===== src/include/sdram_params.svh =====
`ifndef SDRAM_PARAMS_SVH
`define SDRAM_PARAMS_SVH

// user address is {row, bank, column}
`define SDRAM_ROW_W   13
`define SDRAM_BANK_W  2
`define SDRAM_COL_W   13
`define SDRAM_ADDR_W  28

// command spacing counter
`define SDRAM_CNT_W   4

// refresh interval register, 0 disables refresh
`define SDRAM_REF_W   16

// A10 high on PRCH closes every bank
`define SDRAM_A10_BIT 10

`endif


===== src/hdl/sdram_pkg.sv =====
`default_nettype none

package sdram_pkg;

	// commands seen on the SDRAM pins
	typedef enum logic [2:0] {
		NOOP = 3'd0,   // idle cycle
		ACTV = 3'd1,   // open a row
		READ = 3'd2,
		WRTE = 3'd3,
		PRCH = 3'd4,   // close page, A10 picks one or all banks
		ARSR = 3'd5    // auto refresh
	} sdram_cmd_t;

endpackage

`default_nettype wire


===== src/hdl/refresh_cfg.sv =====
`timescale 1ns/10ps
`default_nettype none

`include "sdram_params.svh"

module refresh_cfg (
	input  wire                    CLK,
	input  wire                    RST,
	input  wire                    cfg_wr,
	input  wire [`SDRAM_REF_W-1:0] cfg_interval,
	output logic                   ref_toggle
);

	localparam logic [`SDRAM_REF_W-1:0] ONE = 1;

	logic [`SDRAM_REF_W-1:0] interval;   // 0 keeps refresh off
	logic [`SDRAM_REF_W-1:0] count;      // cycles left until next request
	logic                    enabled;
	logic                    expired;

	assign enabled = (interval != '0);
	assign expired = enabled && (count == '0);

	always_ff @(posedge CLK)
	begin
		if (!RST)
		begin
			interval   <= '0;
			count      <= '0;
			ref_toggle <= 1'b0;
		end
		else if (cfg_wr)
		begin
			// a new interval restarts the count from the top
			interval <= cfg_interval;
			count    <= cfg_interval - ONE;
		end
		else if (expired)
		begin
			count      <= interval - ONE;
			ref_toggle <= ~ref_toggle;   // one flip per request
		end
		else if (enabled)
		begin
			count <= count - ONE;
		end
	end

endmodule

`default_nettype wire


===== src/hdl/bank_timer.sv =====
`timescale 1ns/10ps
`default_nettype none

`include "sdram_params.svh"

module bank_timer
	import sdram_pkg::*;
(
	input  wire             CLK,
	input  wire             RST,
	input  wire             issue_req,
	input  wire sdram_cmd_t next_cmd,
	output logic            issue_ok,
	output logic            page_open
);

	localparam int CW = `SDRAM_CNT_W;

	// counter runs from the start value up to CNT_DONE,
	// so the idle gap is CNT_DONE minus the start value
	localparam logic [CW-1:0] CNT_DONE   = '1;
	localparam logic [CW-1:0] START_ACTV = CW'(13);   // 2 idle
	localparam logic [CW-1:0] START_RW   = CW'(12);   // 3 idle
	localparam logic [CW-1:0] START_ARSR = CW'(0);    // 15 idle

	logic [CW-1:0] counter;
	sdram_cmd_t    last_cmd;
	logic          last_rw;
	logic          issue;

	// a repeated read or write may follow straight away
	assign issue_ok = (counter == CNT_DONE) ||
			(last_rw && (next_cmd == last_cmd));

	assign issue = issue_req && issue_ok;

	always_ff @(posedge CLK)
	begin
		if (!RST)
		begin
			counter   <= CNT_DONE;
			last_cmd  <= NOOP;
			last_rw   <= 1'b0;
			page_open <= 1'b0;
		end
		else if (issue)
		begin
			last_cmd <= next_cmd;
			last_rw  <= (next_cmd == READ) || (next_cmd == WRTE);

			case (next_cmd)
				ACTV:
				begin
					counter   <= START_ACTV;
					page_open <= 1'b1;
				end
				PRCH:
				begin
					counter   <= START_RW;
					page_open <= 1'b0;   // page or all banks closed
				end
				ARSR:
				begin
					counter <= START_ARSR;
				end
				default:
				begin
					counter <= START_RW;
				end
			endcase
		end
		else if (counter != CNT_DONE)
		begin
			counter <= counter + 1'b1;
		end
	end

endmodule

`default_nettype wire


===== src/hdl/cmd_sequencer.sv =====
`timescale 1ns/10ps
`default_nettype none

`include "sdram_params.svh"

module cmd_sequencer
	import sdram_pkg::*;
(
	input  wire                     CLK,
	input  wire                     RST,
	input  wire                     req,
	input  wire [`SDRAM_ADDR_W-1:0] addr,
	input  wire                     we,
	input  wire                     ref_toggle,
	input  wire                     issue_ok,
	input  wire                     page_open,
	output logic                    ready,
	output logic                    issue_req,
	output sdram_cmd_t              next_cmd,
	output sdram_cmd_t              cmd,
	output logic [`SDRAM_BANK_W-1:0] ba,
	output logic [`SDRAM_ROW_W-1:0]  a
);

	// what goes on ba/a when an entry issues
	typedef enum logic [2:0] {
		SEL_NONE,   // refresh, pins zero
		SEL_PAGE,   // precharge one bank, A10 low
		SEL_ALL,    // precharge all, A10 high
		SEL_ROW,
		SEL_COL
	} addr_sel_t;

	localparam int DEPTH = 3;
	localparam logic [`SDRAM_ROW_W-1:0] A10_MASK = {{(`SDRAM_ROW_W-1){1'b0}}, 1'b1}
			<< `SDRAM_A10_BIT;

	sdram_cmd_t pend_cmd [DEPTH];
	addr_sel_t  pend_sel [DEPTH];
	logic [1:0] pend_cnt;
	logic       ref_ack;
	logic       ref_pending;
	logic       list_empty;
	logic       load_ref;
	logic       accept;
	logic       issue;
	logic       page_hit;
	sdram_cmd_t rw_cmd;

	logic [`SDRAM_ROW_W-1:0]  addr_row;
	logic [`SDRAM_BANK_W-1:0] addr_bank;
	logic [`SDRAM_COL_W-1:0]  addr_col;
	logic [`SDRAM_ROW_W-1:0]  req_row;
	logic [`SDRAM_BANK_W-1:0] req_bank;
	logic [`SDRAM_COL_W-1:0]  req_col;
	logic [`SDRAM_ROW_W-1:0]  open_row;
	logic [`SDRAM_BANK_W-1:0] open_bank;

	assign addr_row  = addr[`SDRAM_ADDR_W-1 -: `SDRAM_ROW_W];
	assign addr_bank = addr[`SDRAM_COL_W +: `SDRAM_BANK_W];
	assign addr_col  = addr[`SDRAM_COL_W-1:0];

	assign ref_pending = ref_toggle ^ ref_ack;
	assign list_empty  = (pend_cnt == 2'd0);
	assign ready       = list_empty && !ref_pending;
	assign load_ref    = list_empty && ref_pending;   // refresh beats a new req
	assign accept      = req && ready;

	assign issue_req = !list_empty;
	assign next_cmd  = pend_cmd[0];
	assign issue     = issue_req && issue_ok;

	assign rw_cmd   = we ? WRTE : READ;
	assign page_hit = page_open && (addr_row == open_row) && (addr_bank == open_bank);

	always_ff @(posedge CLK)
	begin
		if (!RST)
		begin
			pend_cnt <= 2'd0;
			ref_ack  <= 1'b0;
			cmd      <= NOOP;
			for (int i = 0; i < DEPTH; i++)
			begin
				pend_cmd[i] <= NOOP;
				pend_sel[i] <= SEL_NONE;
			end
		end
		else
		begin
			cmd <= NOOP;   // commands last one cycle

			if (issue)
			begin
				cmd <= pend_cmd[0];
				for (int i = 0; i < DEPTH - 1; i++)
				begin
					pend_cmd[i] <= pend_cmd[i+1];
					pend_sel[i] <= pend_sel[i+1];
				end
				pend_cmd[DEPTH-1] <= NOOP;
				pend_sel[DEPTH-1] <= SEL_NONE;
				pend_cnt          <= pend_cnt - 2'd1;
			end
			else if (load_ref)
			begin
				ref_ack     <= ref_toggle;
				pend_cmd[0] <= PRCH;
				pend_sel[0] <= SEL_ALL;
				pend_cmd[1] <= ARSR;
				pend_sel[1] <= SEL_NONE;
				pend_cmd[2] <= NOOP;
				pend_sel[2] <= SEL_NONE;
				pend_cnt    <= 2'd2;
			end
			else if (accept)
			begin
				if (page_hit)
				begin
					pend_cmd[0] <= rw_cmd;
					pend_sel[0] <= SEL_COL;
					pend_cmd[1] <= NOOP;
					pend_sel[1] <= SEL_NONE;
					pend_cmd[2] <= NOOP;
					pend_sel[2] <= SEL_NONE;
					pend_cnt    <= 2'd1;
				end
				else
				begin
					pend_cmd[0] <= PRCH;
					pend_sel[0] <= SEL_PAGE;
					pend_cmd[1] <= ACTV;
					pend_sel[1] <= SEL_ROW;
					pend_cmd[2] <= rw_cmd;
					pend_sel[2] <= SEL_COL;
					pend_cnt    <= 2'd3;
				end
			end
		end
	end

	always_ff @(posedge CLK)
	begin
		if (accept)
		begin
			req_row  <= addr_row;
			req_bank <= addr_bank;
			req_col  <= addr_col;
		end

		if (issue)
		begin
			case (pend_sel[0])
				SEL_ROW:
				begin
					ba <= req_bank;
					a  <= req_row;
				end
				SEL_COL:
				begin
					ba <= req_bank;
					a  <= req_col;
				end
				SEL_PAGE:
				begin
					ba <= page_open ? open_bank : req_bank;   // close whatever is open
					a  <= '0;
				end
				SEL_ALL:
				begin
					ba <= '0;
					a  <= A10_MASK;
				end
				default:
				begin
					ba <= '0;
					a  <= '0;
				end
			endcase

			if (pend_cmd[0] == ACTV)
			begin
				open_row  <= req_row;
				open_bank <= req_bank;
			end
		end
	end

endmodule

`default_nettype wire


===== src/hdl/sdram_ctrl_top.sv =====
`timescale 1ns/10ps
`default_nettype none

`include "sdram_params.svh"

module sdram_ctrl_top
	import sdram_pkg::*;
(
	input  wire                      CLK,
	input  wire                      RST,
	input  wire                      req,
	input  wire [`SDRAM_ADDR_W-1:0]  addr,
	input  wire                      we,
	input  wire                      cfg_wr,
	input  wire [`SDRAM_REF_W-1:0]   cfg_interval,
	output logic                     ready,
	output sdram_cmd_t               cmd,
	output logic [`SDRAM_BANK_W-1:0] ba,
	output logic [`SDRAM_ROW_W-1:0]  a
);

	wire        ref_toggle;
	wire        issue_req;
	wire        issue_ok;
	wire        page_open;
	sdram_cmd_t next_cmd;

	refresh_cfg refresh_cfg0 (
		.CLK          (CLK),
		.RST          (RST),
		.cfg_wr       (cfg_wr),
		.cfg_interval (cfg_interval),
		.ref_toggle   (ref_toggle)
	);

	bank_timer bank_timer0 (
		.CLK       (CLK),
		.RST       (RST),
		.issue_req (issue_req),
		.next_cmd  (next_cmd),
		.issue_ok  (issue_ok),
		.page_open (page_open)
	);

	cmd_sequencer cmd_sequencer0 (
		.CLK        (CLK),
		.RST        (RST),
		.req        (req),
		.addr       (addr),
		.we         (we),
		.ref_toggle (ref_toggle),
		.issue_ok   (issue_ok),
		.page_open  (page_open),
		.ready      (ready),
		.issue_req  (issue_req),
		.next_cmd   (next_cmd),
		.cmd        (cmd),
		.ba         (ba),
		.a          (a)
	);

endmodule

`default_nettype wire


===== config.mk =====
export PLATFORM = sky130hd
export DESIGN_NAME = sdram_ctrl_top
export DESIGN_NICKNAME = d
export VERILOG_FILES = /design/src/hdl/sdram_pkg.sv /design/src/hdl/refresh_cfg.sv /design/src/hdl/bank_timer.sv /design/src/hdl/cmd_sequencer.sv /design/src/hdl/sdram_ctrl_top.sv
export VERILOG_INCLUDE_DIRS = /design/src /design/src/include
export SDC_FILE = /design/constraint.sdc
export NUM_CORES = 1
export LEC_CHECK = 0
export BUFFER_PORTS_ARGS = -buffer_cell sky130_fd_sc_hd__buf_2
export CAP_MARGIN = 0
export CORE_MARGIN = 8
export CORE_UTILIZATION = 30
export CTS_BUF_LIST = sky130_fd_sc_hd__clkbuf_8
export CTS_CLUSTER_SIZE = 12
export DETAILED_ROUTE_END_ITERATION = 8
export SLEW_MARGIN = 20
export SYNTH_ARGS = -nofsm -noshare
export SYNTH_HDL_FRONTEND = slang
export SYNTH_SLANG_ARGS = --single-unit

===== constraint.sdc =====
create_clock -name CLK -period 5.7 [get_ports CLK]
set_clock_uncertainty 0.1 [all_clocks]
set_input_delay 1.71 -clock CLK [delete_from_list [all_inputs] [get_ports CLK]]
set_output_delay 1.71 -clock CLK [all_outputs]
set_load 0.05 [all_outputs]

# Word level (Yosys, flattened, before mapping)
# Memory sizes are Yosys's and may differ from the RTL's.
# Cells that the tools add are included.
dict set report op_classes {
  add_sub_neg 5
  reduce_logical 25
  mux 59
  eq_ne 14
  bitwise_logic 28
}
# operator n
set op_table {}
lappend op_table {{two-way mux 3 bit} 24}
lappend op_table {{two-way mux 16 bit} 3}
lappend op_table {{subtractor 16 x 1 -> 16 bit (second input constant)} 3}
lappend op_table {{case mux 13 bit (3 select lines)} 1}
lappend op_table {{bitwise OR 1 bit} 24}
lappend op_table {{two-way mux 1 bit} 21}
lappend op_table {{logical NOT 16 bit} 1}
lappend op_table {{nonzero test 16 bit} 1}
lappend op_table {{equality test 13 bit} 1}
lappend op_table {{equality test 3 x 2 -> 1 bit (second input constant)} 4}
lappend op_table {{two-way mux 2 bit} 5}
lappend op_table {{AND reduction 2 bit} 5}
lappend op_table {{equality test 3 bit (second input constant)} 3}
lappend op_table {{logical AND 1 bit} 8}
lappend op_table {{two-way mux 4 bit} 2}
lappend op_table {{case mux 4 bit (2 select lines)} 1}
lappend op_table {{equality test 3 x 1 -> 1 bit (second input constant)} 2}
lappend op_table {{nonzero test 3 bit} 2}
lappend op_table {{adder 4 x 1 -> 4 bit (second input constant)} 1}
lappend op_table {{equality test 4 bit (second input constant)} 1}
lappend op_table {{inequality test 4 bit (second input constant)} 1}
lappend op_table {{case mux 2 bit (2 select lines)} 1}
lappend op_table {{nonzero test 2 bit} 2}
lappend op_table {{equality test 3 bit} 1}
lappend op_table {{other kinds (9)} 13}
dict set report totals {
  output_inout_bits 19
  mem_bits_rw 18
  n_memories 2
  register_bits 106
  inputBits 49
  word_cells 150
}
# name depth width read_ports rd_clocked_by_memory_dff write_ports line
set memory_table {}
lappend memory_table {cmd_sequencer0.pend_cmd 3 3 3 0 3 cmd_sequencer.sv:38} ;# sdram_cmd_t pend_cmd [DEPTH];
lappend memory_table {cmd_sequencer0.pend_sel 3 3 3 0 3 cmd_sequencer.sv:39} ;# addr_sel_t pend_sel [DEPTH];

# Longest topological paths before layout
# An unclocked memory read counts as a cell.
dict set report logic_depth {
  word_depth 12
  ltp_mapped 12
  mapped_depth_nobuf 11
}

# Modules after synthesis
# Synthesis repeated with hierarchy kept, for this count alone.
dict set report hier_totals {
  hier_cells 462
  hier_area_um2 5388.9
}
# mod n_inst area_each_um2 cells_per_inst seq_area_each_um2
set by_module_without_submodules {}
lappend by_module_without_submodules {cmd_sequencer 1 2894.0 181 2192.1}
lappend by_module_without_submodules {refresh_cfg 1 2015.7 224 660.6}
lappend by_module_without_submodules {bank_timer 1 479.2 57 180.2}

# Worst setup path after synthesis
# OpenSTA, ideal clock, no wires.
dict set report synth_path {
  kind {input port to flip-flop}
  from {input port cfg_wr}
  to {register refresh_cfg0.count[10]}
  n_path_buf 4
  cell_stages 11
  setup_ps 74
  slack_ps 1054
  arrival_ps 4471
  required_ps 5526
  path_cell_list {buf_2 -> buf_1 -> clkbuf_1 -> buf_1 -> nor2_1 -> a21oi_1 -> ha_1 -> o2111ai_2 -> or3_1 -> or4b_1 -> a31oi_1}
}
dict set report synth_between {
  elab_chain_len 1
  word_cells_on_any_way 2
  cone_classes {mux: 1; reduce/logical: 1}
}
# item line
set synth_lines {}
lappend synth_lines {{start, declared} sdram_ctrl_top.sv:14} ;# input wire cfg_wr,
lappend synth_lines {{nonzero test 3 bit (no line) / two-way mux 16 bit (equally long branches)} n/a}
lappend synth_lines {{end signal, assigned} refresh_cfg.sv:36} ;# count <= cfg_interval - ONE;
lappend synth_lines {{end signal, assigned} refresh_cfg.sv:40} ;# count <= interval - ONE;
lappend synth_lines {{end signal, assigned} refresh_cfg.sv:45} ;# count <= count - ONE;
lappend synth_lines {{end, declared} refresh_cfg.sv:17} ;# logic [`SDRAM_REF_W-1:0] count;
# Parallel ways exist; a longest one is shown, timed or not.
# A chain may end at the register's enable or synchronous reset.

# Worst setup path in the final report
# Same ends and word-level chain as after synthesis.

==> results.cfg <==
[status]
status = complete, no violations

[routing]
highest_layer = met4
vias = 3643
drt_iter0_markers = 186
drt-total-wl_mm = 11.5
wl_met2_mm = 5.34
drt-vias-per-instance = 4.88
dr.pass1.iters = 4
wl_per_cell_um = 15.4
wl_met3_um = 684
drc = 0
m1WireLength_mm = 5.32
ant_nets = 0

[logic_synthesis]
syn_avg_cell_area_um2 = 11.4
yosysTopAreaCellShare = 0.409
synth_common_cells = edfxtp_1 (69), dfxtp_1 (48), nand2_1 (47)
synthFlopType = edfxtp_1
synth-edff-count = 69
synth_cell_type_count = 61
async_flop_share = 0
ys_ff_latch = 117
yosys.cell_count.top_type = edfxtp_1
synthSimpleGateAreaFrac = 0.140
synthTopCellsByArea = edfxtp_1 (41%), dfxtp_1 (19%), xnor2_1 (4.1%), nand2_1 (3.5%), a21oi_1 (2.7%)
synth.area.mux_share = 0.0141
synth-warning-count = 0
synthesis.nets = 497
yosysSeqAreaShare = 0.598
syn_inst = 445
synth_top_family_by_area = compound AO/OA/AOI/OAI gates
yosys.area_share.adder = 0.00741
yosys.area.top_type = edfxtp_1
synthXorXnorAreaFrac = 0.0432
synth_compound_area_frac = 0.164
syn_area_um2 = 5070

[pwr]
clock_power_share = 0.284
p_sw_uw = 905
power.density_nw_per_um2 = 437
switching_share = 0.345
p_leak_nw = 2.23
p_seq_frac = 0.461
internal_power_mw = 1.72
power_frac_comb = 0.255
ir_drop_mv = 0.189

[floorplan]
initial_core_util = 0.307
rows = 47
fp.coreArea_um2 = 16500
dieArea_um2 = 21300
die_x_um = 146
io_pins = 68
dieHeight_um = 146

[sta]
rsz0062_at_grt = false
fmax_mhz = 244
drv_slew = 0
finalSetupViolations = 0
fin_crit_ns = 4.10
slew_headroom = 0.452
hold_viol = 0
tightest_slew_ns = 0.814
setup-tns-final_ns = 0
period_share = 0.718

[cts]
cts-root-buf = clkbuf_8
cts_setup_buffers = 0
worstSkewPairLatency_ns = 0.44
cts_tree = yes
cts_resized = 0
clock_path_buffers = 2
cts_inserted_buffers = 17
clk_pin_slew_ns = 0.08
h-tree-depth = 4
cts_hold_buf = 0
cts_num_sinks = 117

[placed_design]
io_buffer_count = 67
dp_hpwl_mm = 8.26
dpl_cell_area_um2 = 5620
gp_congestion = 0.845

[finish]
layout-drive-gt1-share = 0.231
seq_area_um2 = 3030
design_area_um2 = 6000
fillers = 1638
diodes = 0
multi_input_area_um2 = 1870
area_growth_pct = 18.5
final_nets = 567

[hold_path]
worst_hold_path.endpoint = cmd_sequencer0.open_row[11]$_DFFE_PP_
holdCritPathClass = reg -> reg
min_path_cells = 0
min_from = cmd_sequencer0.req_row[11]$_DFFE_PP_

[global_route]
grt_pass1_wl_mm = 19.0
globalRouteTotalUtil = 0.112
grt.overflow.total = 0
grt_pass1_vias = 3714
grt_max_degree = 39
grt_antenna_before_repair = 0

[setup_path]
critPathMaxFanout = 38
worst_r2r_endpoint = refresh_cfg0.count[10]$_SDFFE_PN0P_
critPathLaunchType = input port
reg2reg_slack_ns = 2.42
cp.arrival_ns = 4.37
required_ns = 5.98
end_kind = flip-flop
crit_type = in -> reg
r2r-start = refresh_cfg0.interval[2]$_SDFFE_PN0P_
ff2ff_path_depth = 11

[flow_run]
maxCapViolations = 0
==> cell usage in the layout (no fill, tap or decap), drive strengths merged, types with 13 or more instances in the layout <==
cell type and instances:
xnor2 24, inv 23, a21oi 27, o21ai 21, nor4 13, clkbuf 17
dfxtp 48, buf 72, a22o 13, edfxtp 69, nand2 47, nor2 29
==> registers in the layout (all words and copies together) (netlist names), 3 cells and up <==
register                 flops
bank_timer0.counter          4
bank_timer0.last_cmd         3
cmd_sequencer0.a            13
cmd_sequencer0.cmd           3
cmd_sequencer0.open_row     13
cmd_sequencer0.pend_cmd      7
cmd_sequencer0.pend_sel      4
cmd_sequencer0.req_col      13
cmd_sequencer0.req_row      13
refresh_cfg0.count          16
refresh_cfg0.interval       16
==> final cells by class <==
cell class | instances | share of cell area
Multi-Input combinational cell | 289 | 0.312
Sequential cell | 117 | 0.505
Tap cell | 220 | 0.0458
Timing Repair Buffer | 72 | 0.0621
Inverter | 18 | 0.0113
Clock buffer | 17 | 0.0390
Clock inverter | 14 | 0.0250
==> kinds of logic (layout without fill, tap and decap cells) <==
group	after synthesis	count (layout)
multiplexers	7	7
buffers and inverters	39	121
AO/OA/AOI/OAI	114	114
XOR/XNOR	25	25
flip-flops	117	117
AND/OR/NAND/NOR	140	140
adder cells (fa/ha/maj)	3	3
==> stage by stage <==
stage	util	worst slack [ns]	std cells	power [mW]	hold slack, ns
2_1_floorplan	-	1.05	445	1.72	0.317
3_3_place_gp	0.340	1.29	716	1.89	0.336
3_5_place_dp	0.340	1.19	716	1.91	0.330
4_1_cts	0.363	1.66	747	2.66	0.365
5_1_grt	0.363	1.40	747	2.77	0.382
6_report	0.363	1.60	747	2.62	0.362
==> worst max-delay path by stage <==
stage / end / depth (start not counted) / startpoint / slack [ns]
6_report: refresh_cfg0.count[10]$_SDFFE_PN0P_ / 7 / cfg_wr / 1.60
5_1_grt: refresh_cfg0.count[10]$_SDFFE_PN0P_ / 7 / cfg_wr / 1.40
4_1_cts: refresh_cfg0.count[10]$_SDFFE_PN0P_ / 7 / cfg_wr / 1.66
3_5_place_dp: refresh_cfg0.count[10]$_SDFFE_PN0P_ / 7 / cfg_wr / 1.19
3_3_place_gp: refresh_cfg0.count[10]$_SDFFE_PN0P_ / 7 / cfg_wr / 1.29
2_1_floorplan: refresh_cfg0.count[10]$_SDFFE_PN0P_ / 11 / cfg_wr / 1.05
==> metal layers <==
layer / vias up / track usage
met5: - / 0
met2: 92 / 0.175
met4: 0 / 0.0417
met3: 16 / 0.0401
met1: 1737 / 0.138
li1: 1798 / -
==> power groups by stage <==
stage                     logic (mW)  clock network (mW)  registers, mW
after floorplan                0.380                   0           1.34
after global placement         0.664                   0           1.22
after detailed placement       0.677                   0           1.23
after CTS                      0.682               0.770           1.21
after global routing           0.735               0.803           1.23
final                          0.669               0.746           1.21
==> critical path, stage by stage <==
cell,delay (ns)
buf_2,0.56
inv_2,0.32
a21boi_0,0.37
o2111ai_2,0.25
or3_1,0.46
or4b_1,0.53
a31oi_1,0.16
Note: power is estimated with default switching activity, not from simulation.
